[src/common/mem_front_config.svh]
`ifndef MEM_FRONT_CONFIG_SVH
`define MEM_FRONT_CONFIG_SVH

////////////////////////////////////////
// word and block widths
////////////////////////////////////////

// one word, address and instruction
`define MF_XLEN       32
// one memory block, two words
`define MF_BLOCK_BITS 64

////////////////////////////////////////
// memory tags and queue sizing
////////////////////////////////////////

// tag 0 reserved, means none or rejected
`define MF_TAG_BITS   4
`define MF_NUM_TAGS   16

`define MF_LSQ_DEPTH  4
// request id carried through the queue
`define MF_ID_BITS    4

// first fetch address
`define MF_RESET_PC   32'h0000_0000

`endif

[src/common/mem_front_pkg.sv]
`include "mem_front_config.svh"

package mem_front_pkg;

    ////////////////////////////////////////
    // memory bus command
    ////////////////////////////////////////

    // same encoding as the memory model
    typedef enum logic [1:0] {
        BUS_NONE  = 2'h0,
        BUS_LOAD  = 2'h1,
        BUS_STORE = 2'h2
    } bus_command_t;

    ////////////////////////////////////////
    // one memory block, two views
    ////////////////////////////////////////

    // dword: whole block, as the queue sees it
    // words: two instructions, picked by addr bit 2
    typedef union packed {
        logic [`MF_BLOCK_BITS-1:0]   dword;
        logic [1:0][`MF_XLEN-1:0]    words;
    } mem_block_t;

endpackage

[src/hdl/fetch_unit.sv]
`timescale 1ns/100ps
`include "mem_front_config.svh"

module fetch_unit (
    input  logic                      clock,
    input  logic                      reset,

    // block request toward the arbiter
    output logic                      fetch_req_valid,
    input  logic                      fetch_req_ready,
    output logic [`MF_XLEN-1:0]       fetch_addr,

    // block return, already matched by the arbiter
    input  logic                      fetch_ret_valid,
    input  mem_front_pkg::mem_block_t ret_block,

    // one instruction at a time
    output logic                      inst_valid,
    input  logic                      inst_ready,
    output logic [`MF_XLEN-1:0]       inst,
    output logic [`MF_XLEN-1:0]       inst_pc
);

    // request -> wait for block -> hold word until taken
    typedef enum logic [1:0] {
        ST_REQ,
        ST_WAIT,
        ST_HOLD
    } fetch_state_t;

    fetch_state_t        state;
    logic [`MF_XLEN-1:0] pc;
    logic [`MF_XLEN-1:0] inst_q;

    ////////////////////////////////////////
    // request side
    ////////////////////////////////////////

    // only one block in flight, none while in reset
    assign fetch_req_valid = (state == ST_REQ) && !reset;
    // block aligned, low three bits cleared
    assign fetch_addr      = {pc[`MF_XLEN-1:3], 3'b000};

    ////////////////////////////////////////
    // hand-off side
    ////////////////////////////////////////
    assign inst_valid = (state == ST_HOLD);
    assign inst       = inst_q;
    assign inst_pc    = pc;

    // pc and state
    always_ff @(posedge clock or posedge reset) begin
        if (reset) begin
            state <= ST_REQ;
            pc    <= `MF_RESET_PC;
        end else begin
            case (state)
                ST_REQ: begin
                    // arbiter took it, memory gave a tag
                    if (fetch_req_ready) begin
                        state <= ST_WAIT;
                    end
                end
                ST_WAIT: begin
                    if (fetch_ret_valid) begin
                        state <= ST_HOLD;
                    end
                end
                ST_HOLD: begin
                    // taken, step to the next word
                    if (inst_ready) begin
                        pc    <= pc + `MF_XLEN'(4);
                        state <= ST_REQ;
                    end
                end
                default: begin
                    state <= ST_REQ;
                end
            endcase
        end
    end

    // word capture, pc bit 2 picks the half
    always_ff @(posedge clock) begin
        if (state == ST_WAIT && fetch_ret_valid) begin
            inst_q <= ret_block.words[pc[2]];
        end
    end

endmodule

[src/lsq/lsq.sv]
`timescale 1ns/100ps
`include "mem_front_config.svh"

module lsq (
    input  logic                        clock,
    input  logic                        reset,

    // requests in program order
    input  logic                        req_valid,
    output logic                        req_ready,
    input  logic                        req_store,
    input  logic [`MF_XLEN-1:0]         req_addr,
    input  mem_front_pkg::mem_block_t   req_data,
    input  logic [`MF_ID_BITS-1:0]      req_id,

    // head request toward the arbiter
    output logic                        data_req_valid,
    input  logic                        data_req_ready,
    output mem_front_pkg::bus_command_t data_command,
    output logic [`MF_XLEN-1:0]         data_addr,
    output mem_front_pkg::mem_block_t   data_wdata,

    // load data back from the arbiter
    input  logic                        data_ret_valid,
    input  mem_front_pkg::mem_block_t   ret_block,

    // load results out
    output logic                        load_valid,
    input  logic                        load_ready,
    output mem_front_pkg::mem_block_t   load_data,
    output logic [`MF_ID_BITS-1:0]      load_id
);

    localparam int PTR_BITS = $clog2(`MF_LSQ_DEPTH);
    localparam logic [PTR_BITS-1:0] LAST_SLOT = PTR_BITS'(`MF_LSQ_DEPTH - 1);

    ////////////////////////////////////////
    // entry storage, no reset
    ////////////////////////////////////////
    logic                      ent_store [`MF_LSQ_DEPTH];
    logic [`MF_XLEN-1:0]       ent_addr  [`MF_LSQ_DEPTH];
    mem_front_pkg::mem_block_t ent_data  [`MF_LSQ_DEPTH];
    logic [`MF_ID_BITS-1:0]    ent_id    [`MF_LSQ_DEPTH];

    // pointers and fill level
    logic [PTR_BITS-1:0] head_ptr;
    logic [PTR_BITS-1:0] tail_ptr;
    logic [PTR_BITS:0]   count;

    // head load progress
    logic head_wait;
    logic head_done;

    logic push;
    logic pop;
    logic issue;

    assign req_ready = (count != (PTR_BITS+1)'(`MF_LSQ_DEPTH));
    assign push      = req_valid && req_ready;
    // only an idle head goes to memory
    assign data_req_valid = (count != '0) && !head_wait && !head_done;
    assign issue          = data_req_valid && data_req_ready;

    assign data_command = ent_store[head_ptr] ? mem_front_pkg::BUS_STORE
                                              : mem_front_pkg::BUS_LOAD;
    assign data_addr    = ent_addr[head_ptr];
    assign data_wdata   = ent_data[head_ptr];

    // returned load, shown from the cycle after data_ret_valid
    assign load_valid = head_done;
    assign load_data  = ent_data[head_ptr];
    assign load_id    = ent_id[head_ptr];

    // stores leave on acceptance, loads on hand-off
    assign pop = (issue && ent_store[head_ptr]) || (load_valid && load_ready);

    ////////////////////////////////////////
    // control
    ////////////////////////////////////////
    always_ff @(posedge clock or posedge reset) begin
        if (reset) begin
            head_ptr  <= '0;
            tail_ptr  <= '0;
            count     <= '0;
            head_wait <= 1'b0;
            head_done <= 1'b0;
        end else begin
            if (push) begin
                tail_ptr <= (tail_ptr == LAST_SLOT) ? '0 : tail_ptr + 1'b1;
            end
            if (pop) begin
                head_ptr <= (head_ptr == LAST_SLOT) ? '0 : head_ptr + 1'b1;
            end
            // push and pop together leave count alone
            if (push && !pop) begin
                count <= count + 1'b1;
            end else if (pop && !push) begin
                count <= count - 1'b1;
            end
            // load accepted, now waiting on its tag
            if (issue && !ent_store[head_ptr]) begin
                head_wait <= 1'b1;
            end
            if (head_wait && data_ret_valid) begin
                head_wait <= 1'b0;
                head_done <= 1'b1;
            end
            if (load_valid && load_ready) begin
                head_done <= 1'b0;
            end
        end
    end

    // entry writes
    // tail slot on push, head data on load return
    // both never hit the same slot, queue is neither empty nor full then
    always_ff @(posedge clock) begin
        if (push) begin
            ent_store[tail_ptr] <= req_store;
            ent_addr[tail_ptr]  <= req_addr;
            ent_data[tail_ptr]  <= req_data;
            ent_id[tail_ptr]    <= req_id;
        end
        if (head_wait && data_ret_valid) begin
            ent_data[head_ptr].dword <= ret_block.dword;
        end
    end

endmodule

[src/hdl/mem_arbiter.sv]
`timescale 1ns/100ps
`include "mem_front_config.svh"

module mem_arbiter (
    input  logic                        clock,
    input  logic                        reset,

    // fetch requester, loads only
    input  logic                        fetch_req_valid,
    output logic                        fetch_req_ready,
    input  logic [`MF_XLEN-1:0]         fetch_addr,

    // data requester from the queue
    input  logic                        data_req_valid,
    output logic                        data_req_ready,
    input  mem_front_pkg::bus_command_t data_command,
    input  logic [`MF_XLEN-1:0]         data_addr,
    input  mem_front_pkg::mem_block_t   data_wdata,

    // routed returns
    output logic                        fetch_ret_valid,
    output logic                        data_ret_valid,
    output mem_front_pkg::mem_block_t   ret_block,

    // memory port
    input  logic [`MF_TAG_BITS-1:0]     mem_response,
    input  logic [`MF_TAG_BITS-1:0]     mem_tag,
    input  mem_front_pkg::mem_block_t   mem_data_in,
    output mem_front_pkg::bus_command_t mem_command,
    output logic [`MF_XLEN-1:0]         mem_addr,
    output mem_front_pkg::mem_block_t   mem_data
);

    // who is waiting on each tag
    typedef enum logic [1:0] {
        OWN_NONE,
        OWN_FETCH,
        OWN_DATA
    } owner_t;

    owner_t owner_q [`MF_NUM_TAGS];
    owner_t ret_owner;
    logic   accepted;

    ////////////////////////////////////////
    // request mux, data side wins
    ////////////////////////////////////////
    always_comb begin
        mem_command = mem_front_pkg::BUS_NONE;
        mem_addr    = data_addr;
        mem_data    = data_wdata;
        if (data_req_valid) begin
            mem_command = data_command;
        end else if (fetch_req_valid) begin
            // fetch only ever reads
            mem_command = mem_front_pkg::BUS_LOAD;
            mem_addr    = fetch_addr;
            mem_data    = '0;
        end
    end

    // nonzero response = accepted this cycle
    assign accepted        = (mem_response != '0);
    assign data_req_ready  = data_req_valid && accepted;
    assign fetch_req_ready = !data_req_valid && fetch_req_valid && accepted;

    ////////////////////////////////////////
    // return routing
    ////////////////////////////////////////
    assign ret_owner       = owner_q[mem_tag];
    assign ret_block       = mem_data_in;
    assign fetch_ret_valid = (mem_tag != '0) && (ret_owner == OWN_FETCH);
    assign data_ret_valid  = (mem_tag != '0) && (ret_owner == OWN_DATA);

    // owner table
    always_ff @(posedge clock or posedge reset) begin
        if (reset) begin
            for (int i = 0; i < `MF_NUM_TAGS; i++) begin
                owner_q[i] <= OWN_NONE;
            end
        end else begin
            // retire the tag whose data just came back
            if (mem_tag != '0) begin
                owner_q[mem_tag] <= OWN_NONE;
            end
            // new load claims its tag, wins over a same-tag clear
            if (data_req_ready && data_command == mem_front_pkg::BUS_LOAD) begin
                owner_q[mem_response] <= OWN_DATA;
            end else if (fetch_req_ready) begin
                owner_q[mem_response] <= OWN_FETCH;
            end
        end
    end

endmodule

[src/hdl/mem_front_top.sv]
`timescale 1ns/100ps
`include "mem_front_config.svh"

module mem_front_top (
    input  logic                        clock,
    input  logic                        reset,

    // shared memory port
    input  logic [`MF_TAG_BITS-1:0]     mem_response,
    input  logic [`MF_TAG_BITS-1:0]     mem_tag,
    input  mem_front_pkg::mem_block_t   mem_data_in,
    output mem_front_pkg::bus_command_t mem_command,
    output logic [`MF_XLEN-1:0]         mem_addr,
    output mem_front_pkg::mem_block_t   mem_data,

    // instruction stream out
    output logic                        inst_valid,
    input  logic                        inst_ready,
    output logic [`MF_XLEN-1:0]         inst,
    output logic [`MF_XLEN-1:0]         inst_pc,

    // load/store requests in
    input  logic                        req_valid,
    output logic                        req_ready,
    input  logic                        req_store,
    input  logic [`MF_XLEN-1:0]         req_addr,
    input  mem_front_pkg::mem_block_t   req_data,
    input  logic [`MF_ID_BITS-1:0]      req_id,

    // load results out
    output logic                        load_valid,
    input  logic                        load_ready,
    output mem_front_pkg::mem_block_t   load_data,
    output logic [`MF_ID_BITS-1:0]      load_id
);

    ////////////////////////////////////////
    // fetch side wires
    ////////////////////////////////////////
    logic                        fetch_req_valid;
    logic                        fetch_req_ready;
    logic [`MF_XLEN-1:0]         fetch_addr;
    logic                        fetch_ret_valid;

    ////////////////////////////////////////
    // data side wires
    ////////////////////////////////////////
    logic                        data_req_valid;
    logic                        data_req_ready;
    mem_front_pkg::bus_command_t data_command;
    logic [`MF_XLEN-1:0]         data_addr;
    mem_front_pkg::mem_block_t   data_wdata;
    logic                        data_ret_valid;

    // returned block, shared by both requesters
    mem_front_pkg::mem_block_t   ret_block;

    fetch_unit i_fetch (
        .clock           (clock),
        .reset           (reset),
        .fetch_req_valid (fetch_req_valid),
        .fetch_req_ready (fetch_req_ready),
        .fetch_addr      (fetch_addr),
        .fetch_ret_valid (fetch_ret_valid),
        .ret_block       (ret_block),
        .inst_valid      (inst_valid),
        .inst_ready      (inst_ready),
        .inst            (inst),
        .inst_pc         (inst_pc)
    );

    lsq i_lsq (
        .clock          (clock),
        .reset          (reset),
        .req_valid      (req_valid),
        .req_ready      (req_ready),
        .req_store      (req_store),
        .req_addr       (req_addr),
        .req_data       (req_data),
        .req_id         (req_id),
        .data_req_valid (data_req_valid),
        .data_req_ready (data_req_ready),
        .data_command   (data_command),
        .data_addr      (data_addr),
        .data_wdata     (data_wdata),
        .data_ret_valid (data_ret_valid),
        .ret_block      (ret_block),
        .load_valid     (load_valid),
        .load_ready     (load_ready),
        .load_data      (load_data),
        .load_id        (load_id)
    );

    mem_arbiter i_arbiter (
        .clock           (clock),
        .reset           (reset),
        .fetch_req_valid (fetch_req_valid),
        .fetch_req_ready (fetch_req_ready),
        .fetch_addr      (fetch_addr),
        .data_req_valid  (data_req_valid),
        .data_req_ready  (data_req_ready),
        .data_command    (data_command),
        .data_addr       (data_addr),
        .data_wdata      (data_wdata),
        .fetch_ret_valid (fetch_ret_valid),
        .data_ret_valid  (data_ret_valid),
        .ret_block       (ret_block),
        .mem_response    (mem_response),
        .mem_tag         (mem_tag),
        .mem_data_in     (mem_data_in),
        .mem_command     (mem_command),
        .mem_addr        (mem_addr),
        .mem_data        (mem_data)
    );

endmodule

[config.mk]
export PLATFORM = sky130hd
export DESIGN_NAME = mem_front_top
export DESIGN_NICKNAME = d
export VERILOG_FILES = /design/src/common/mem_front_pkg.sv /design/src/hdl/fetch_unit.sv /design/src/lsq/lsq.sv /design/src/hdl/mem_arbiter.sv /design/src/hdl/mem_front_top.sv
export VERILOG_INCLUDE_DIRS = /design/src /design/src/common
export SDC_FILE = /design/constraint.sdc
export NUM_CORES = 1
export LEC_CHECK = 0
export BUFFER_PORTS_ARGS = -buffer_cell sky130_fd_sc_hd__buf_2
export CAP_MARGIN = 20
export CORE_MARGIN = 5
export CORE_UTILIZATION = 55
export DETAILED_ROUTE_END_ITERATION = 6
export GPL_TIMING_DRIVEN = 0
export PLACE_DENSITY_LB_ADDON = 0.15
export SLEW_MARGIN = 20
export SYNTH_ARGS = -nofsm -noshare
export SYNTH_HDL_FRONTEND = slang
export SYNTH_SLANG_ARGS = --single-unit
[constraint.sdc]
create_clock -name clock -period 9.7 [get_ports clock]
set_input_delay 0.485 -clock clock [delete_from_list [all_inputs] [get_ports clock]]
set_output_delay 0.485 -clock clock [all_outputs]
set_load 0.01 [all_outputs]
Yosys cells after proc, flatten, opt, wreduce, memory -nomap -nowiden --
Memory sizes are Yosys's and may differ from the RTL's. Index checks and enable logic that the tools add are counted.
Storage, ports and cells: register bits after elaboration 107, bits in latches 0, bits in writable memories 404, bits in read-only memories 0, input bits 178, logic and storage cells 131, memories 4
Operators by class: $add $sub $neg 5, $mul 0, div/mod/pow operators 0, order comparisons 5, equality and inequality tests 11, shift operators 0, mux-type cells 35, bitwise logic cells 10, reduce and logical (&&, ||, !) cells 37
Memory list:
- i_lsq.ent_data | depth 4, bits a word 64, read ports 1, clocked after Yosys merged registers in 0, wr ports 2, line lsq.sv:42 | mem_front_pkg::mem_block_t ent_data [`MF_LSQ_DEPTH];
- i_lsq.ent_addr | depth 4, bits a word 32, read ports 1, clocked after Yosys merged registers in 0, wr ports 1, line lsq.sv:41 | logic [`MF_XLEN-1:0] ent_addr [`MF_LSQ_DEPTH];
- i_lsq.ent_id | depth 4, bits a word 4, read ports 1, clocked after Yosys merged registers in 0, wr ports 1, line lsq.sv:43 | logic [`MF_ID_BITS-1:0] ent_id [`MF_LSQ_DEPTH];
- i_lsq.ent_store | depth 4, bits a word 1, read ports 1, clocked after Yosys merged registers in 0, wr ports 1, line lsq.sv:40 | logic ent_store [`MF_LSQ_DEPTH];
Operators with widths (count):
- 2-to-1 mux 32 bit | 7
- 2-to-1 mux 64 bit | 2
- adder 32 x 3 -> 32 bit (second input constant) | 1
- AND 16 bit | 2
- AND 32 bit | 1
- inverter 16 bit | 2
- inverter 32 bit | 1
- bitwise OR 16 bit | 2
- 2-to-1 mux 2 bit | 11
- logical AND 1 bit | 20
- demux 2 bit (select 4 bit) | 2
- >= comparator 5 bit (second input constant) | 2
- less-than comparator 5 x 1 -> 1 bit (second input constant) | 2
- inverter 4 -> 5 bit | 2
- 2-to-1 mux 1 bit | 9
- binary-select mux 2 bit (select 4 bit) | 1
- equality test 2 bit (second input constant) | 4
- nonzero test 4 bit | 2
- zero test 1 bit | 7
- equality test 2 x 1 -> 1 bit (second input constant) | 3
- 2-to-1 mux 3 bit | 2
- case mux 2 bit (3 select lines) | 1
- nonzero test 2 bit | 3
- adder 2 x 1 -> 2 bit (second input constant) | 2
- 11 further kinds | 12

Depth between registers and ports, before layout --
Gate-level depths: netlist (run 1).
word-level depth 11, depth in mapped cells 10, gate-level depth less buffers 10

Cells and area by module --
Synthesis (run 1) repeated with hierarchy kept, for this count alone.
Unflattened totals: cells, all modules 1618, area total of the unflattened synthesis 24903.9 um^2
Modules (own cells, without submodules):
- lsq | instances 1, cells an instance 951, area an instance 18684.2 um^2, sequential area each 12356.9 um^2
- fetch_unit | instances 1, cells an instance 241, area an instance 3115.5 um^2, sequential area each 1761.7 um^2
- mem_arbiter | instances 1, cells an instance 426, area an instance 3104.2 um^2, sequential area each 800.8 um^2

Worst setup path before layout (run 1) --
No wires, ideal clock.
kind in2reg, start point input port mem_tag[1], end point register i_fetch.inst_q[0], in the netlist i_fetch.inst[0] (enable), arrival time 3.644 ns, required time 9.239 ns, slack 5.595 ns, stages on the path 7, cell sequence buf_4 -> buf_6 -> mux2i_1 -> a22oi_1 -> a211oi_1 -> a21oi_1 -> nor3_1
Between the ends: longest elaborated chain between the ends 7, elaborated cells between the ends (all ways) 8
Ends and longest elaborated chain:
- start, declared | line mem_front_top.sv:10 | input logic [`MF_TAG_BITS-1:0] mem_tag,
- inverter 4 -> 5 bit (not written as such) | line mem_arbiter.sv:70 | assign ret_owner = owner_q[mem_tag];
- binary-select mux 2 bit (select 4 bit) | line mem_arbiter.sv:70
- 2-to-1 mux 2 bit (not written as such) (2 in series) | line mem_arbiter.sv:70
- equality test 2 x 1 -> 1 bit | line mem_arbiter.sv:72 | assign fetch_ret_valid = (mem_tag != '0) && (ret_owner == OWN_FETCH);
- logical AND 1 bit (*) | line mem_arbiter.sv:72
- logical AND 1 bit (*) | line fetch_unit.sv:85 | if (state == ST_WAIT && fetch_ret_valid) begin
- end signal, assigned | line fetch_unit.sv:86 | inst_q <= ret_block.words[pc[2]];
- end, declared | line fetch_unit.sv:33 | logic [`MF_XLEN-1:0] inst_q;
Every way passes the cells marked *; elsewhere a longest branch is shown, timed or not. The select of a mux whose other input is x is not followed. A chain may end at the register's enable or synchronous reset.

Worst setup path after layout (run 1) --
start point register i_lsq.count[0], end point output port mem_addr[2]
Between the ends: longest elaborated chain between the ends 4
Ends and longest elaborated chain:
- start, declared | line lsq.sv:48 | logic [PTR_BITS:0] count;
- start signal, assigned | line lsq.sv:96 | count <= count + 1'b1;
- start signal, assigned | line lsq.sv:98 | count <= count - 1'b1;
- nonzero test 3 bit | line lsq.sv:61 | assign data_req_valid = (count != '0) && !head_wait && !head_done;
- logical AND 1 bit (2 in series) | line lsq.sv:61
- 2-to-1 mux 32 bit | line mem_arbiter.sv:52 | if (data_req_valid) begin
- end, declared | line mem_front_top.sv:13 | output logic [`MF_XLEN-1:0] mem_addr,
Every way passes these cells.

==> impl_metrics.env, run 1 <==
export IMPL_min_path_type="primary input to flip-flop"
export IMPL_synth_edf_count=436
export IMPL_tightest_slew_ns=1.09
export IMPL_hold_buffers=1
export IMPL_finalClockSkew_ns=0.0168
export IMPL_min_to="i_lsq.load_valid"
export IMPL_layout_drive_gt1_share=0.395
export IMPL_reg2reg_slack_ns=6.06
export IMPL_slew_limit_headroom=0.276
export IMPL_drtAntennaViolNets=0
export IMPL_synth_seq_area_share=0.627
export IMPL_fmax_ghz=0.227
export IMPL_htree_levels=2
export IMPL_min_from="load_ready"
export IMPL_cap_violations=0
export IMPL_synth_top_family_by_area="multiplexers"
export IMPL_post_cts_resized=0
export IMPL_die_y_um=218
export IMPL_power_density_mw_per_mm2=296
export IMPL_ys_async_sr_fraction=0.143
export IMPL_place_gp_congestion=0.868
export IMPL_cts_sinks=509
export IMPL_synth_common_cells="edfxtp_1, mux2_1, nand2_1"
export IMPL_min_period_ns=4.41
export IMPL_synthCells=1431
export IMPL_r2r_end="i_lsq.ent_data[2][43]"
export IMPL_hpwl_um=44500
export IMPL_power_mw=8.46
export IMPL_wire_per_inst_um=25.0
export IMPL_yosysTopAreaCellShare=0.550
export IMPL_drv_slew=0
export IMPL_synthAdderAreaFrac=0.00610
export IMPL_dieArea_sq_mm=0.0475
export IMPL_drtPass1Iterations=5
export IMPL_cts_max_path_buffers=3
export IMPL_synthFlopType="edfxtp_1"
export IMPL_start_util=0.555
export IMPL_ir_worst_vdd_v=0.000235
export IMPL_antenna_found_initial=16
export IMPL_hold_violations=0
export IMPL_cts_buffers=52
export IMPL_cp_end_kind="output pin"
export IMPL_yosys_area_share_simple=0.0626
export IMPL_drc_errors=0
export IMPL_yosysWarningCount=0
export IMPL_cp_max_fo=10
export IMPL_wl_um=63400
export IMPL_hold_slack_ns=0.0858
export IMPL_synth_mux_area_frac=0.243
export IMPL_setup_viol=0
export IMPL_synth_cell_types=51
export IMPL_clock_latency_ns=0.60
export IMPL_grt_max_degree=43
export IMPL_portBuffers=407
export IMPL_syn_area_per_cell_sq_um=16.6
export IMPL_startpoint_type="flip-flop"
export IMPL_area_delta_synth_final_pct=20.4
export IMPL_cp_arrival_ns=3.93
export IMPL_drt_iter0_markers=1097
export IMPL_p_leak_nw=10.8
export IMPL_crit_type="flip-flop to output pin"
export IMPL_grt_first_pass_wirelength_um=94700
export IMPL_die_width_um=218
export IMPL_grt_overflow_total=0
export IMPL_post_cts_setup_buffers=0
export IMPL_grt_pass1_vias=15300
export IMPL_rsz0062_at_grt="no"
export IMPL_viasPerCell=5.82
export IMPL_fin_crit_sh=0.455
export IMPL_synth_compound_area_frac=0.0243
export IMPL_netlist_top_cells_area="edfxtp_1, mux4_2, mux2_1"
export IMPL_rows=76
export IMPL_clkTransAtPathRegs_ns=0.06
export IMPL_synthMostInstantiatedCell="edfxtp_1"
export IMPL_syn_area_sq_mm=0.0238
export IMPL_cts_tree="built"
export IMPL_clk_root_buffer_cell="clkbuf_16"
export IMPL_num_io_pins=411
export IMPL_reg2reg_depth=11
export IMPL_core_sq_mm=0.0429
export IMPL_status="completed"
export IMPL_nNetsFinal=2096
export IMPL_num_vias=14800
export IMPL_synth_area_leader_cell="edfxtp_1"
export IMPL_setup_tns_final_ns=0
export IMPL_r2r_start="i_lsq.head_ptr[0]"
export IMPL_grt_usage=0.264
export IMPL_synth_xor_area_share=0.0118
export IMPL_ys_seq_elements=509
export IMPL_fin_util=0.668
export IMPL_required_ns=9.22
export IMPL_worstHoldPathCells=2
## cells in the final DEF, fill, tap and decap left out, types with 9 or more instances in the layout
master and instances:
dfrtp_1 73, buf_2 422, inv_1 11, nor3_1 19
o21a_1 13, o22ai_1 13, nand3_1 16, edfxtp_1 436
nand2b_1 10, mux2_2 96, clkbuf_16 53, diode_2 9
o22a_1 10, xor2_1 12, mux2_1 196, mux2i_1 9
buf_1 10, mux4_2 105, o21ai_0 19, xnor2_1 20
nor2_1 14, and2_1 72, buf_6 26, nand2_1 117
ha_1 10, clkbuf_1 41
## routing by layer
metal | part of all wire | track usage
met5 | 0.0022 | 0
met4 | 0.027 | 0.0808
met3 | 0.065 | 0.0498
met2 | 0.49 | 0.436
met1 | 0.41 | 0.362
## where the power goes
part,internal (mW),switching (mW),total [mW]
Sequential,2.98,0.144,3.13
Clock,1.23,0.844,2.08
Combinational,1.41,1.85,3.26
## critical path, cell delays in order, from the launching register on
cell and delay (ns):
dfrtp_1 0.46, nor3_2 0.11, nor3_1 0.24, or4_1 0.16
clkbuf_1 0.51, clkbuf_1 0.87, clkbuf_1 0.59, and2_1 0.25
buf_2 0.14
## cells by family (layout without fill, tap and decap cells)
kind of cell | Yosys count | in the layout
adder cells (fa/ha/maj) | 11 | 11
other | 1 | 11
AO/OA/AOI/OAI | 81 | 81
flip-flops | 509 | 509
buffers and inverters | 97 | 612
AND/OR/NAND/NOR | 292 | 292
multiplexers | 408 | 408
XOR/XNOR | 32 | 32
## per-stage QoR
stage                     std cells  setup WS [ns]  area [sq um]
after CTS                      2532           5.35         28600
after global routing           2537           5.11         28600
after global placement         2424           2.74         26600
after detailed placement       2437           6.01         26800
after floorplan                1432           5.60         23800
final                          2541           5.29         28600
## layout make-up
cell class,instances,area (sq um)
plain buffers,85,537
flip-flops and latches,509,14900
clock buffers,68,1440
multi-input cells,826,8310
well taps,585,732
clock inverters,26,320
fillers,3071,14300
repair buffers,421,2300
inverters,12,47.5
diodes,9,22.5
## sequential cells by signal, summed over array words and instances (netlist names), 2 cells and up
name and cells:
i_arbiter.owner_q 32, i_fetch.inst 32, i_fetch.inst_pc 30, i_fetch.state 2, i_lsq.count 3, i_lsq.ent_addr 128, i_lsq.ent_data 256, i_lsq.ent_id 16
i_lsq.ent_store 4, i_lsq.head_ptr 2, i_lsq.tail_ptr 2
## how the worst max path moves through the flow
stage                           start                     to  slack, ns  cells after the start
floorplan                  mem_tag[1]        i_fetch.inst[0]       5.60                      7
global placement           mem_tag[1]       i_fetch.inst[21]       2.74                      7
detailed placement  i_lsq.head_ptr[0]  i_lsq.ent_data[2][48]       6.01                     11
CTS                    i_lsq.count[0]           mem_data[51]       5.35                      8
global route           i_lsq.count[0]            mem_addr[2]       5.11                      8
finish                 i_lsq.count[0]            mem_addr[2]       5.29                      8
Power figures use the tool's default switching activity.
==> inputs of run 2 (changes only) <==
Clock period 9.7 ns to 4.6 ns, I/O delays scaled along.
==> run 2 against run 1 <==
Sequential power up 110%. Cell area up 7.3%. Wire length up 4.2%. Worst hold slack worse by 0.044 ns. Final cell count up 8.3%. Largest cell class unchanged. Largest power group unchanged.
==> impl_metrics.env, run 2 (synthesis gave the netlist of run 1 again) <==
export IMPL_viasPerCell=5.75
export IMPL_antenna_found_initial=7
export IMPL_cts_max_path_buffers=3
export IMPL_rsz0062_at_grt="no"
export IMPL_hold_slack_ns=0.0415
export IMPL_min_from="mem_data_in[38]"
export IMPL_design_area_sq_mm=0.0307
export IMPL_portBuffers=407
export IMPL_top_layer_used="met4"
export IMPL_met2WireLength_um=33000
export IMPL_placed_area_sq_mm=0.0268
export IMPL_cts_buffers=52
export IMPL_wire_per_inst_um=24.0
export IMPL_ir_worst_vdd_v=0.000478
export IMPL_nNetsFinal=2304
export IMPL_post_cts_resized=0
export IMPL_die_width_um=218
export IMPL_min_path_type="primary input to flip-flop"
export IMPL_register_area_sq_mm=0.0149
export IMPL_hold_buffers=209
export IMPL_cp_end_kind="output pin"
export IMPL_tightest_slew_ns=1.04
export IMPL_grt_overflow_total=0
export IMPL_grt_first_pass_wirelength_um=99400
export IMPL_drv_slew=0
export IMPL_setup_viol=0
export IMPL_drc_errors=0
export IMPL_place_gp_congestion=0.868
export IMPL_p_int_mw=12.0
export IMPL_comb_power_share=0.395
export IMPL_r2r_start="i_lsq.head_ptr[0]"
export IMPL_cap_violations=0
export IMPL_cts_sinks=509
export IMPL_finalClockSkew_ns=0.0190
export IMPL_drtAntennaViolNets=0
export IMPL_layout_common_cells="edfxtp_1, buf_2, dlygate4sd3_1, mux2_1, nand2_1"
export IMPL_die_y_um=218
export IMPL_area_delta_synth_final_pct=29.1
export IMPL_grt_pass1_vias=16600
export IMPL_clk_root_buffer_cell="clkbuf_16"
export IMPL_setup_tns_final_ns=0
export IMPL_startpoint_type="flip-flop"
export IMPL_rows=76
export IMPL_wl_um=66100
export IMPL_num_fill_cells=2815
export IMPL_layout_drive_gt1_share=0.357
export IMPL_wl_met1_um=26700
export IMPL_startpoint="i_lsq.count[0]"
export IMPL_required_ns=4.37
export IMPL_fin_crit_sh=0.894
export IMPL_drtPass1Iterations=5
export IMPL_fin_util=0.716
export IMPL_post_cts_setup_buffers=0
export IMPL_multiInputGateArea_sq_mm=0.00831
export IMPL_slew_limit_headroom=0.307
export IMPL_seq_power_share=0.364
export IMPL_hold_violations=0
export IMPL_cp_max_fo=10
export IMPL_min_period_ns=4.11
export IMPL_num_vias=15800
export IMPL_grt_usage=0.276
export IMPL_start_util=0.555
export IMPL_core_sq_mm=0.0429
export IMPL_hpwl_um=44500
export IMPL_crit_type="flip-flop to output pin"
export IMPL_clkTransAtPathRegs_ns=0.06
export IMPL_final_common_cell="edfxtp_1"
export IMPL_p_sw_mw=6.11
export IMPL_clkPwrFrac=0.242
export IMPL_dieArea_sq_mm=0.0475
export IMPL_regMostFlops="i_lsq.ent_data"
export IMPL_reg_top3="i_lsq.ent_data: 256 flops, i_lsq.ent_addr: 128 flops"
export IMPL_cts_tree="built"
export IMPL_fmax_ghz=0.243
export IMPL_grt_max_degree=43
export IMPL_clock_latency_ns=0.60
export IMPL_power_density_mw_per_mm2=590
export IMPL_drt_iter0_markers=1314
export IMPL_wl_met3_um=4360
export IMPL_p_leak_nw=11.7
export IMPL_num_io_pins=411
export IMPL_swShare=0.337
export IMPL_power_mw=18.1
export IMPL_largest_reg_flops=256
export IMPL_status="completed"
export IMPL_cp_arrival_ns=3.88
export IMPL_htree_levels=2
==> run 2: metal layers <==
metal / up-vias / global-route usage
met1: 8088 / 0.371
met3: 119 / 0.0450
met5: - / 0
li1: 6977 / -
met2: 638 / 0.466
met4: 0 / 0.0873
==> run 2: metrics by stage <==
step	std cells	worst slack, ns
2_1_floorplan	1432	0.750
3_3_place_gp	2424	-2.11
3_5_place_dp	2437	0.910
4_1_cts	2740	0.504
5_1_grt	2747	0.267
6_report	2751	0.488
==> run 2: final timing paths <==
path | depth (start not counted) | slack (ns) | endpoint
setup reg to reg | 11 | 0.88 | i_lsq.ent_data[2][49]
hold reg to reg | 1 | 0.46 | i_arbiter.owner_q[31]
min in group asynchronous | 3 | 0.23 | i_lsq.load_valid
max in group asynchronous | 4 | 3.79 | i_fetch.inst_pc[28]
setup / recovery | 8 | 0.49 | mem_addr[2]
hold / removal | 2 | 0.04 | i_lsq.ent_data[3][38]
==> run 2: area by class of cell <==
type                            count  area share
Antenna cell                       11    0.000896
Buffer                             85      0.0175
Clock buffer                       68      0.0470
Clock inverter                     26      0.0104
Inverter                           12     0.00155
Multi-Input combinational cell    826       0.270
Sequential cell                   509       0.486
Tap cell                          585      0.0238
Timing Repair Buffer              629       0.143
==> run 2: power groups by stage <==
stage	Sequential, mW	Clock, mW	Combinational, mW
detailed placement	6.68	0	6.95
CTS	6.60	4.44	7.18
global route	6.67	4.63	7.65
finish	6.59	4.38	7.15
floorplan	6.61	0	4.17
global placement	6.69	0	6.76
==> run 2: worst max-delay path, cell delays in order (launching register included) <==
cell	delay, ns
dfrtp_1	0.46
nor3_2	0.11
nor3_1	0.24
or4_1	0.16
clkbuf_1	0.50
clkbuf_1	0.84
clkbuf_1	0.58
and2_1	0.25
buf_2	0.14
